$ cat config.mk
export PLATFORM = sky130hd
export DESIGN_NAME = bbox_clamp
export DESIGN_NICKNAME = d
export VERILOG_FILES = /design/src/common/raster_pkg.sv /design/src/hw/bbox_clamp.sv
export VERILOG_INCLUDE_DIRS = /design/src /design/src/common
export SDC_FILE = /design/constraint.sdc
export NUM_CORES = 1
export LEC_CHECK = 0
export ABC_AREA = 1
export BUFFER_PORTS_ARGS = -buffer_cell sky130_fd_sc_hd__buf_2
export CORE_UTILIZATION = 55
export DETAILED_ROUTE_END_ITERATION = 12
export PLACE_DENSITY = 0.86
export SYNTH_ARGS = -nofsm -noshare
export SYNTH_HDL_FRONTEND = slang
export SYNTH_SLANG_ARGS = --single-unit
$ cat constraint.sdc
create_clock -name vclk -period 7.35
set_input_delay 0.3675 -clock vclk [all_inputs]
set_output_delay 0.3675 -clock vclk [all_outputs]
set_load 0.05 [all_outputs]
$ cat src/common/raster_macros.svh
`ifndef RASTER_MACROS_SVH
`define RASTER_MACROS_SVH

// One word for coordinates and results
`define RASTER_DATA_WIDTH 32

// Vertex coordinates are Q16.16
`define RASTER_FRAC_BITS 16

// Area and edge values are Q28.4
`define RASTER_AREA_FRAC_BITS 4

// Screen size in whole pixels
`define RASTER_SCREEN_W 640
`define RASTER_SCREEN_H 360

`endif

$ cat src/common/raster_pkg.sv
`include "raster_macros.svh"

package raster_pkg;

    // Signed Q16.16 screen coordinate
    typedef logic signed [`RASTER_DATA_WIDTH-1:0] coord_t;

    // Signed Q28.4 area or edge value
    typedef logic signed [`RASTER_DATA_WIDTH-1:0] area_t;

    // Full product of two coordinates, Q32.32
    typedef logic signed [2*`RASTER_DATA_WIDTH-1:0] wide_t;

    // Setup sequence, one edge-unit pass per compute state
    typedef enum logic [2:0] {
        IDLE,
        AREA,
        EDGE0,
        EDGE1,
        EDGE2,
        DONE
    } setup_state_e;

endpackage

$ cat src/hw/bbox_clamp.sv
`timescale 1ns/1ps

`include "raster_macros.svh"

module bbox_clamp (
    input  raster_pkg::coord_t i_v0_x,
    input  raster_pkg::coord_t i_v0_y,
    input  raster_pkg::coord_t i_v1_x,
    input  raster_pkg::coord_t i_v1_y,
    input  raster_pkg::coord_t i_v2_x,
    input  raster_pkg::coord_t i_v2_y,
    output raster_pkg::coord_t o_min_x,
    output raster_pkg::coord_t o_min_y,
    output raster_pkg::coord_t o_max_x,
    output raster_pkg::coord_t o_max_y,
    output logic               o_nonempty
);
    import raster_pkg::*;

    // Screen corners in Q16.16
    localparam coord_t SCREEN_MIN   = '0;
    localparam coord_t SCREEN_MAX_X = coord_t'(`RASTER_SCREEN_W) << `RASTER_FRAC_BITS;
    localparam coord_t SCREEN_MAX_Y = coord_t'(`RASTER_SCREEN_H) << `RASTER_FRAC_BITS;

    function automatic coord_t min3(input coord_t a, input coord_t b, input coord_t c);
        coord_t m;
        m = (a < b) ? a : b;
        return (m < c) ? m : c;
    endfunction

    function automatic coord_t max3(input coord_t a, input coord_t b, input coord_t c);
        coord_t m;
        m = (a > b) ? a : b;
        return (m > c) ? m : c;
    endfunction

    coord_t lo_x;
    coord_t lo_y;
    coord_t hi_x;
    coord_t hi_y;

    assign lo_x = min3(i_v0_x, i_v1_x, i_v2_x);
    assign lo_y = min3(i_v0_y, i_v1_y, i_v2_y);
    assign hi_x = max3(i_v0_x, i_v1_x, i_v2_x);
    assign hi_y = max3(i_v0_y, i_v1_y, i_v2_y);

    assign o_min_x = (lo_x < SCREEN_MIN) ? SCREEN_MIN : lo_x;
    assign o_min_y = (lo_y < SCREEN_MIN) ? SCREEN_MIN : lo_y;
    assign o_max_x = (hi_x > SCREEN_MAX_X) ? SCREEN_MAX_X : hi_x;
    assign o_max_y = (hi_y > SCREEN_MAX_Y) ? SCREEN_MAX_Y : hi_y;

    // Off-screen triangles end up with min past max after the clamp
    assign o_nonempty = (o_min_x < o_max_x) && (o_min_y < o_max_y);

endmodule

==> metrics.md <==
| Metric | Value |
|---|---|
| First-pass detailed-route iteration total | 6 |
| Port Buf Inserts | 319 |
| # rows | 48 |
| Final net count | 2481 |
| RD Place Congestion | 1.06 |
| Most used cell, CP | nand2_1 |
| Unrepaired setup endpoints after global routing | true |
| Largest net degree at the start of global routing | 39 |
| Synth top area cells | ha_1 (32%), nand2_1 (15%), inv_1 (10%) |
| Seq/Total Area, Yosys | 0% |
| CP endpoint kind | output pin |
| Area share of the largest cell type after synthesis | 31.9% |
| DRC Markers | 0 |
| Die height | 135 um |
| Dpl ws | -0.988 ns |
| DP Area | 0.0117 mm2 |
| Slowest-stage cell, CP | ha_1 |
| ANT nets after route | 0 |
| Worst hold path class | input port to output pin |
| I/O pin count | 321 |
| Max cap viols | 0 |
| GRT Total Usage | 38.9% |
| Dpl cells | 2222 |
| Area Growth Syn to Fin | 33.5% |
| Sequential cells | 0 |
| Status | finished, violations left |
| Post-CTS Hold Fix Bufs | 0 |
| Total gr overflow | 0 |
| Pwr Density | 286 mW/mm2 |
| Failing checks | negative setup slack |
| Synthesized area | 0.00979 mm2 |
| Static Leak | 7.38 nW |
| Routed len/inst | 17.6 um |
| DR vias/cell | 6.11 |
| CP required | 6.98 ns |
| Filler cell count | 1280 |
| HPWL after detailed placement | 30.2 mm |
| Finished Cell Area | 0.0131 mm2 |
| Final Slew Violations | 0 |
| Synthesis Warnings | 0 |
| Die Wd | 135 um |
| FF/Latch Area | 0 um2 |
| Core ar. | 0.0174 mm2 |
| Commonest cells in the netlist | nand2_1 (395), inv_1 (260), ha_1 (250) |
| Rel. slew slack | 49.9% |
| Synth cell types | 44 |
| Most common cell in the netlist | nand2_1 |
| Die footprint | 0.0183 mm2 |
| DR iter-0 viols | 1339 |
| Peak VDD IR | 301 uV |
| Initial Util | 56.4% |
| Area leader, netlist | ha_1 |
| Crit path time final | 7.42 ns |
| Startpoint types | input port |
| Synth Instances | 1704 |
| Ratio of cells with drive above 1 in the final layout | 29.1% |
| CP arrival | 7.06 ns |
| Hold Vio Cnt, Final | 0 |
| Setup CP Type | input port to output pin |
| FMAX | 135 MHz |
| First-pass GRT wire length | 58.1 mm |
| Final setup viols | 1 |
| Part of the cycle the worst path needs | 101% |
| Worst Slack Setup Final | -0.0728 ns |
| Non-Filler Instances | 2268 |
| Vias in the first global route | 12362 |
| Vias after detailed routing | 13861 |
| Mapped Avg Cell Area | 5.75 um2 |
| Worst-margin pin slew | 0.747 ns |
| Initial antenna violation count | 5 |
| Max stage delay on crit path | 0.30 ns |
| Final Util | 75.3% |
| Final WL | 40.0 mm |
| Clock Buffer Count | 0 |
| WHS | 1.26 ns |
| Crit path max fanout | 17 |
[power by group]
group          leakage, nW  switching, mW  internal, mW   total (mW)
logic                 7.38           2.61          1.13         3.74
clock network    0.0000380              0   0.000000109  0.000000109
registers                0              0             0            0
total                 7.38           2.61          1.13         3.74
[critical path, delay by kind of cell]
family                     cells  cell delay (ns)
and+or+nand+nor               23             2.66
AOI/OAI and AO/OA             12             2.10
buffers and inverters          9             1.20
adders and majority gates      3             0.71
[per-layer routing]
| layer | up-vias | track usage [%] | routed length (um) |
|---|---|---|---|
| met3 | 289 | 5.05 | 4390 |
| met5 | - | 0 | 0 |
| met2 | 1025 | 66.7 | 18100 |
| li1 | 6399 | - | - |
| met4 | 0 | 24.7 | 3040 |
| met1 | 6148 | 45.6 | 14500 |
[kinds of logic after synthesis]
| logic type | share of synthesized area (%) |
|---|---|
| other | 0.0383 |
| AO/OA/AOI/OAI | 24.4 |
| adder cells (fa/ha/maj) | 31.9 |
| buffers and inverters | 13.7 |
| AND/OR/NAND/NOR | 29.9 |
[cell usage in the layout (no fill, tap or decap), types with 26 or more instances in the layout]
cell type,synthesis,routed
buf_2,13,318
buf_4,2,52
a211oi_1,69,61
nand2_1,395,374
inv_1,260,249
o21ai_0,149,92
o21ai_2,2,38
nand3_1,45,41
o21ai_1,31,44
a21oi_1,136,116
ha_1,250,236
a21oi_2,7,26
nor2_1,195,166
nand4_1,28,28
nor2_2,7,28
[path summary, 6_finish.rpt]
kind,depth (start not counted),start,to
worst min-delay path,4,i_v2_x[3],o_min_x[3]
worst max-delay path,47,i_v1_x[17],o_nonempty
[timing repair]
| action | in CTS | in global routing |
|---|---|---|
| pin swaps | 30 | 53 |
| cloned | 4 | 6 |
| setup buffers | 16 | 15 |
| resized for setup | 110 | 156 |
| setup endpoints to repair | 1 | 1 |
[cell type report]
| class | count | area (um2) | area share (%) |
|---|---|---|---|
| diodes | 6 | 15.0 | 0.115 |
| inverters | 267 | 1040 | 7.94 |
| repair inverters | 1 | 8.76 | 0.0670 |
| well taps | 225 | 282 | 2.15 |
| repair buffers | 391 | 2400 | 18.4 |
| multi-input cells | 1378 | 9320 | 71.3 |
[stage by stage]
| stage | setup TNS, ns | power [mW] |
|---|---|---|
| after detailed placement | -0.988 | 3.15 |
| final | -0.0728 | 3.74 |
| after floorplan | 0 | 2.36 |
| after global placement | -0.805 | 3.09 |
| after CTS | 0 | 3.36 |
| after global routing | -0.284 | 3.99 |
Power figures use the tool's default switching activity.
