[config.mk]
export PLATFORM = sky130hd
export DESIGN_NAME = setup_ctrl
export DESIGN_NICKNAME = d
export VERILOG_FILES = /design/src/common/raster_pkg.sv /design/src/hw/setup_ctrl.sv
export VERILOG_INCLUDE_DIRS = /design/src /design/src/common
export SDC_FILE = /design/constraint.sdc
export NUM_CORES = 1
export LEC_CHECK = 0
export BUFFER_PORTS_ARGS = -buffer_cell sky130_fd_sc_hd__buf_2
export CORE_AREA = 5 5 506 508
export DETAILED_ROUTE_END_ITERATION = 16
export DIE_AREA = 0 0 511 513
export SLEW_MARGIN = 30
export SYNTH_ARGS = -nofsm -noshare
export SYNTH_HDL_FRONTEND = slang
export SYNTH_SLANG_ARGS = --single-unit
export TNS_END_PERCENT = 20
[constraint.sdc]
create_clock -name clk -period 8 [get_ports clk]
set_input_delay 0.8 -clock clk [delete_from_list [all_inputs] [get_ports clk]]
set_output_delay 0.8 -clock clk [all_outputs]
set_load 0.005 [all_outputs]
[src/common/raster_macros.svh]
`ifndef RASTER_MACROS_SVH
`define RASTER_MACROS_SVH

// One word for coordinates and results
`define RASTER_DATA_WIDTH 32

// Vertex coordinates are Q16.16
`define RASTER_FRAC_BITS 16

// Area and edge values are Q28.4
`define RASTER_AREA_FRAC_BITS 4

// Screen size in whole pixels
`define RASTER_SCREEN_W 640
`define RASTER_SCREEN_H 360

`endif

[src/common/raster_pkg.sv]
`include "raster_macros.svh"

package raster_pkg;

    // Signed Q16.16 screen coordinate
    typedef logic signed [`RASTER_DATA_WIDTH-1:0] coord_t;

    // Signed Q28.4 area or edge value
    typedef logic signed [`RASTER_DATA_WIDTH-1:0] area_t;

    // Full product of two coordinates, Q32.32
    typedef logic signed [2*`RASTER_DATA_WIDTH-1:0] wide_t;

    // Setup sequence, one edge-unit pass per compute state
    typedef enum logic [2:0] {
        IDLE,
        AREA,
        EDGE0,
        EDGE1,
        EDGE2,
        DONE
    } setup_state_e;

endpackage

[src/hw/setup_ctrl.sv]
`timescale 1ns/1ps

`include "raster_macros.svh"

module setup_ctrl (
    input  logic               clk,
    input  logic               rstn,
    input  logic               i_valid,
    output logic               o_ready,
    input  raster_pkg::coord_t i_v0_x,
    input  raster_pkg::coord_t i_v0_y,
    input  raster_pkg::coord_t i_v1_x,
    input  raster_pkg::coord_t i_v1_y,
    input  raster_pkg::coord_t i_v2_x,
    input  raster_pkg::coord_t i_v2_y,
    output raster_pkg::coord_t o_edge_a_x,
    output raster_pkg::coord_t o_edge_a_y,
    output raster_pkg::coord_t o_edge_b_x,
    output raster_pkg::coord_t o_edge_b_y,
    output raster_pkg::coord_t o_edge_p_x,
    output raster_pkg::coord_t o_edge_p_y,
    input  raster_pkg::wide_t  i_edge_value,
    input  raster_pkg::coord_t i_edge_step_x,
    input  raster_pkg::coord_t i_edge_step_y,
    input  raster_pkg::coord_t i_bb_min_x,
    input  raster_pkg::coord_t i_bb_min_y,
    input  raster_pkg::coord_t i_bb_max_x,
    input  raster_pkg::coord_t i_bb_max_y,
    input  logic               i_bb_nonempty,
    output raster_pkg::coord_t o_vtx0_x,
    output raster_pkg::coord_t o_vtx0_y,
    output raster_pkg::coord_t o_vtx1_x,
    output raster_pkg::coord_t o_vtx1_y,
    output raster_pkg::coord_t o_vtx2_x,
    output raster_pkg::coord_t o_vtx2_y,
    output logic               o_valid,
    input  logic               i_ready,
    output logic               o_culled,
    output raster_pkg::coord_t o_bb_min_x,
    output raster_pkg::coord_t o_bb_min_y,
    output raster_pkg::coord_t o_bb_max_x,
    output raster_pkg::coord_t o_bb_max_y,
    output raster_pkg::area_t  o_area,
    output raster_pkg::area_t  o_edge0_val,
    output raster_pkg::area_t  o_edge1_val,
    output raster_pkg::area_t  o_edge2_val,
    output raster_pkg::area_t  o_edge0_dx,
    output raster_pkg::area_t  o_edge0_dy,
    output raster_pkg::area_t  o_edge1_dx,
    output raster_pkg::area_t  o_edge1_dy,
    output raster_pkg::area_t  o_edge2_dx,
    output raster_pkg::area_t  o_edge2_dy
);
    import raster_pkg::*;

    // Q32.32 product down to Q28.4, Q16.16 step down to Q28.4
    localparam int PROD_SHIFT = 2 * `RASTER_FRAC_BITS - `RASTER_AREA_FRAC_BITS;
    localparam int STEP_SHIFT = `RASTER_FRAC_BITS - `RASTER_AREA_FRAC_BITS;

    // About one pixel of area
    localparam area_t CULL_AREA = area_t'(1 << `RASTER_AREA_FRAC_BITS);

    function automatic area_t to_area(input wide_t v);
        return area_t'(v[PROD_SHIFT +: `RASTER_DATA_WIDTH]);
    endfunction

    function automatic area_t to_step(input coord_t s);
        return area_t'(s >>> STEP_SHIFT);
    endfunction

    setup_state_e state;
    setup_state_e state_nxt;

    coord_t r_v0_x;
    coord_t r_v0_y;
    coord_t r_v1_x;
    coord_t r_v1_y;
    coord_t r_v2_x;
    coord_t r_v2_y;
    logic   r_bb_nonempty;
    logic   cull;

    assign o_vtx0_x = r_v0_x;
    assign o_vtx0_y = r_v0_y;
    assign o_vtx1_x = r_v1_x;
    assign o_vtx1_y = r_v1_y;
    assign o_vtx2_x = r_v2_x;
    assign o_vtx2_y = r_v2_y;

    assign o_ready = (state == IDLE);

    // Small or clockwise area, or nothing left on screen
    assign cull = (o_area <= CULL_AREA) || !r_bb_nonempty;

    // Operands of the shared edge unit
    always_comb begin
        o_edge_a_x = r_v0_x;
        o_edge_a_y = r_v0_y;
        o_edge_b_x = r_v1_x;
        o_edge_b_y = r_v1_y;
        o_edge_p_x = o_bb_min_x;
        o_edge_p_y = o_bb_min_y;
        case (state)
            AREA: begin
                o_edge_p_x = r_v2_x;
                o_edge_p_y = r_v2_y;
            end
            EDGE1: begin
                o_edge_a_x = r_v1_x;
                o_edge_a_y = r_v1_y;
                o_edge_b_x = r_v2_x;
                o_edge_b_y = r_v2_y;
            end
            EDGE2: begin
                o_edge_a_x = r_v2_x;
                o_edge_a_y = r_v2_y;
                o_edge_b_x = r_v0_x;
                o_edge_b_y = r_v0_y;
            end
            default: begin
            end
        endcase
    end

    always_comb begin
        state_nxt = state;
        case (state)
            IDLE:    if (i_valid) state_nxt = AREA;
            AREA:    state_nxt = EDGE0;
            EDGE0:   state_nxt = cull ? DONE : EDGE1;
            EDGE1:   state_nxt = EDGE2;
            EDGE2:   state_nxt = DONE;
            DONE:    if (o_valid && i_ready) state_nxt = IDLE;
            default: state_nxt = IDLE;
        endcase
    end

    always_ff @(posedge clk) begin
        if (!rstn) begin
            state    <= IDLE;
            o_valid  <= 1'b0;
            o_culled <= 1'b0;
        end else begin
            state <= state_nxt;
            if (state == DONE && !o_valid) begin
                o_valid <= 1'b1;
            end else if (o_valid && i_ready) begin
                o_valid <= 1'b0;
            end
            if (state == IDLE && i_valid) begin
                o_culled <= 1'b0;
            end else if (state == EDGE0) begin
                o_culled <= cull;
            end
        end
    end

    // Result registers stay put from DONE until the beat transfers
    always_ff @(posedge clk) begin
        case (state)
            IDLE: begin
                if (i_valid) begin
                    r_v0_x <= i_v0_x;
                    r_v0_y <= i_v0_y;
                    r_v1_x <= i_v1_x;
                    r_v1_y <= i_v1_y;
                    r_v2_x <= i_v2_x;
                    r_v2_y <= i_v2_y;
                end
            end
            AREA: begin
                o_area        <= to_area(i_edge_value);
                o_bb_min_x    <= i_bb_min_x;
                o_bb_min_y    <= i_bb_min_y;
                o_bb_max_x    <= i_bb_max_x;
                o_bb_max_y    <= i_bb_max_y;
                r_bb_nonempty <= i_bb_nonempty;
            end
            EDGE0: begin
                o_edge0_val <= to_area(i_edge_value);
                o_edge0_dx  <= to_step(i_edge_step_x);
                o_edge0_dy  <= to_step(i_edge_step_y);
            end
            EDGE1: begin
                o_edge1_val <= to_area(i_edge_value);
                o_edge1_dx  <= to_step(i_edge_step_x);
                o_edge1_dy  <= to_step(i_edge_step_y);
            end
            EDGE2: begin
                o_edge2_val <= to_area(i_edge_value);
                o_edge2_dx  <= to_step(i_edge_step_x);
                o_edge2_dy  <= to_step(i_edge_step_y);
            end
            default: begin
            end
        endcase
    end

endmodule

==> results by group <==
Outcome
  – Status: complete, no violations

Setup path
  – Startpoint Class: flip-flop
  – Crit path max fanout: between 70 and 80
  – Crit-path max cell delay: 0.69 ns
  – FF-to-FF path depth: 5
  – Top Family by Delay on Critical Path: buffers and inverters
  – Critical Path AT: 3.67 ns
  – Reg2reg start: state[1]
  – Levels on crit path: 6
  – R2R Path End: o_edge1_dy[13]
  – Buf+Inv Stages, Crit Path: 3
  – Setup slack, reg-to-reg: 4.58 ns
  – CP Class: reg -> out
  – Critical path required time: 7.20 ns
  – Max stage delay cell, worst path: buf_4
  – Critical Path End Type: output port
  – Crit. Startpoint: state[2]
  – Critical path cell sequence: nor3b_4 > buf_4 > buf_4 > a22oi_1 > nand2_1 > buf_2
  – Cell mode on critical path: buf_4

Placed design
  – Port Buffers: 1231
  – DP HPWL: roughly 150 mm
  – Final Wtd Congestion: ~0.9

Clock network
  – CTS max path bufs: 3
  – Total CTS buffers: a little over 70
  – Count of hold-fix buffers inserted at cts: 0
  – PostCTS Resize Cnt: 0
  – Clk sinks: 574
  – Post-CTS Setup Bufs: 0
  – Root buf cell: clkbuf_16
  – CTS tree: yes
  – Clock latency on the worst-skew pair: approximately 0.70 ns
  – H-tree Lvls: 3
  – CTS clk-pin slew, worst paths: ~0.070 ns

Worst hold path
  – Worst hold path depth: 1
  – Min-delay src: i_bb_max_x[6]
  – WHS Endpoint: o_bb_max_x[6]
  – Min-delay worst type: in -> reg

Global routing
  – Antenna violations before repair: 98
  – First-pass GRT wire length: 209.4 mm
  – GRT overflow: 0
  – Total Routing Usage GR: 12.58%
  – Largest net degree at the start of global routing: 111
  – Vias in the first global route: around 17000

Synth
  – Cell Area, Synth: between 20000 and 25000 µm²
  – Synth cell types: 29
  – Syn Inst Count: about 1200
  – Ys async rst share: 0%
  – Register area share after synthesis: between 80 and 90%
  – Number of synthesized register bits: between 500 and 600
  – Yosys Warn Count: 0
  – Post-synth EDFFs: between 500 and 600
  – Most used DFF post-synth: edfxtp_1
  – Syn_area_per_cell: approximately 18 µm²
  – Syn Nets: around 1600

Detailed routing
  – Drt wl/cell: a little under 30 µm
  – Total number of vias: 17050
  – Via density: about 2.9
  – DR iter-0 viols: ~1600
  – DRC violations left: 0
  – Detailed Route WL: roughly 170 mm
  – First-pass detailed-route iteration total: 5
  – Final ANT Viol Nets: 0

Final layout
  – Layout Nets: about 2800
  – Filler cells: between 20000 and 30000
  – P&R area growth vs syn: 58.57%
  – Share of cells above drive strength 1: a little under three fifths

Floorplan
  – # rows: roughly 180
  – Core area: approximately 250000 µm²
  – # IOs: 1288
  – Die Area: 262100 µm²
  – Die Wd: between 500 and 600 µm
  – Initial core utilization: between 8 and 9%
  – Die H: 513 µm

Pwr
  – Comb pwr share: between 10% and 20%
  – Cell Int Power: roughly 0.006 W
  – Pwr per Cell Area: 255.9 nW/µm²
  – NetSw: approximately 0.0026 W
  – Sw Share: a little under a third
  – Clk pwr share: approximately two fifths
  – Max VDD drop: 0.1517 mV
  – Static Leak: 12.84 nW
  – Sequential share of power: a little under half

STA
  – Slew margin rel.: 36.94%
  – Final Max Tran Viols: 0
  – Fin Hold WS: between 0.2 and 0.3 ns
  – Minimum clock period: 4.467 ns
  – Unrepaired setup endpoints after global routing: no
  – Post-route setup TNS: 0 ns
  – Hold Vio Cnt, Final: 0
  – Fin Clk Skew: between 0.05 and 0.06 ns
  – Worst-margin pin slew: between 0.9 and 1 ns
  – Count of final setup violators: 0
  – Period utilisation layout: around 56%
  – Fmax: approximately 220 MHz

Run
  – MaxCap Viol Count: 0
==> metrics by stage <==
step | setup WS (ns) | total power (W) | utilization [%] | std cells | cell area, µm²
5_1_grt | 3.255 | 0.008844 | 13.19 | 5794 | 33060
3_3_place_gp | 4.358 | 0.005218 | 12.22 | 5659 | 30650
2_1_floorplan | 2.248 | 0.004126 | - | 1186 | 20890
4_1_cts | 3.441 | 0.008655 | 13.18 | 5785 | 33040
3_5_place_dp | 4.297 | 0.005219 | 12.23 | 5659 | 30650
6_report | 3.533 | 0.008476 | 13.21 | 5817 | 33120
==> sequential cells by signal, indices dropped and copies added (netlist names), 3 cells and up <==
register	cells
o_area	32
o_edge2_dy	20
o_edge1_dy	20
o_edge2_dx	20
o_edge0_dy	20
o_vtx2_x	32
o_bb_min_y	32
o_vtx0_x	32
o_bb_max_x	32
o_vtx2_y	32
state	3
o_edge0_dx	20
o_edge2_val	32
o_edge1_dx	20
o_edge0_val	32
o_bb_min_x	32
o_vtx1_x	32
o_edge1_val	32
o_bb_max_y	32
o_vtx0_y	32
o_vtx1_y	32
==> cell type report <==
type	count	area [µm²]	share of cell area, %
flip-flops and latches	574	17190	51.89
repair buffers	1249	6346	19.16
well taps	3348	4189	12.65
multi-input cells	484	2915	8.802
clock buffers	75	1792	5.410
clock inverters	51	596.8	1.802
diodes	32	80.08	0.2418
inverters	4	15.01	0.04533
==> power groups by stage <==
stage / Clock [W] / Combinational [W] / Sequential, W
finish: 0.00335 / 0.00120 / 0.00392
global route: 0.00360 / 0.00131 / 0.00394
CTS: 0.00349 / 0.00125 / 0.00392
detailed placement: 0 / 0.00124 / 0.00398
global placement: 0 / 0.00124 / 0.00398
floorplan: 0 / 0.000334 / 0.00379
==> layer usage <==
metal | vias up | wire (µm) | track usage [%]
met5 | - | 75 | 0
met4 | 10 | 6577 | 4.586
met3 | 257 | 23500 | 6.961
met2 | 1413 | 72730 | 18.51
met1 | 8479 | 70750 | 15.36
li1 | 6889 | - | -
==> logic make-up after synthesis <==
logic type	count (synthesis)	synth area share [%]
DFF	574	82.28
and+or+nand+nor	283	5.409
muxes	64	3.450
AOI/OAI and AO/OA	137	4.918
buffers and inverters	128	3.941
==> how the worst max path moves through the flow <==
stage                     end  slack [ns]
2_1_floorplan     o_vtx0_x[0]        2.25
3_3_place_gp   o_edge_a_y[18]        4.36
3_5_place_dp   o_edge_a_y[18]        4.30
4_1_cts        o_edge_a_y[18]        3.44
5_1_grt        o_edge_a_y[18]        3.26
6_report       o_edge_a_y[18]        3.53
==> worst reg2reg max path, cell delays in order, from the launching register on <==
cell and delay (ns):
dfxtp_1 0.59, and3b_4 0.35, buf_4 0.47, buf_4 0.48, buf_4 0.56, buf_4 0.56
==> placed cells by master, fill, tap and decap left out, types with 6 or more instances in the layout <==
master / n
nor4_1: 6
clkinv_2: 15
mux2_1: 40
mux2_2: 24
a22oi_1: 128
nand2_1: 259
clkinv_1: 7
buf_2: 1231
diode_2: 32
bufinv_16: 6
buf_4: 14
clkinvlp_4: 9
edfxtp_1: 569
clkbuf_16: 71
==> cells in the mapped netlist, drive strengths merged, types with 3 or more instances <==
master	n	area (µm²)
dfxtp	5	100.1
nor3b	3	37.54
nand2	259	972.2
nor3	4	20.02
nor2	3	11.26
nand3	3	15.01
inv	4	15.01
a22oi	128	960.9
mux2	64	720.7
edfxtp	569	17090
nor4	6	37.54
buf	120	793.3
clkbuf	4	15.01
No activity file was read; power rests on OpenSTA's default activity.
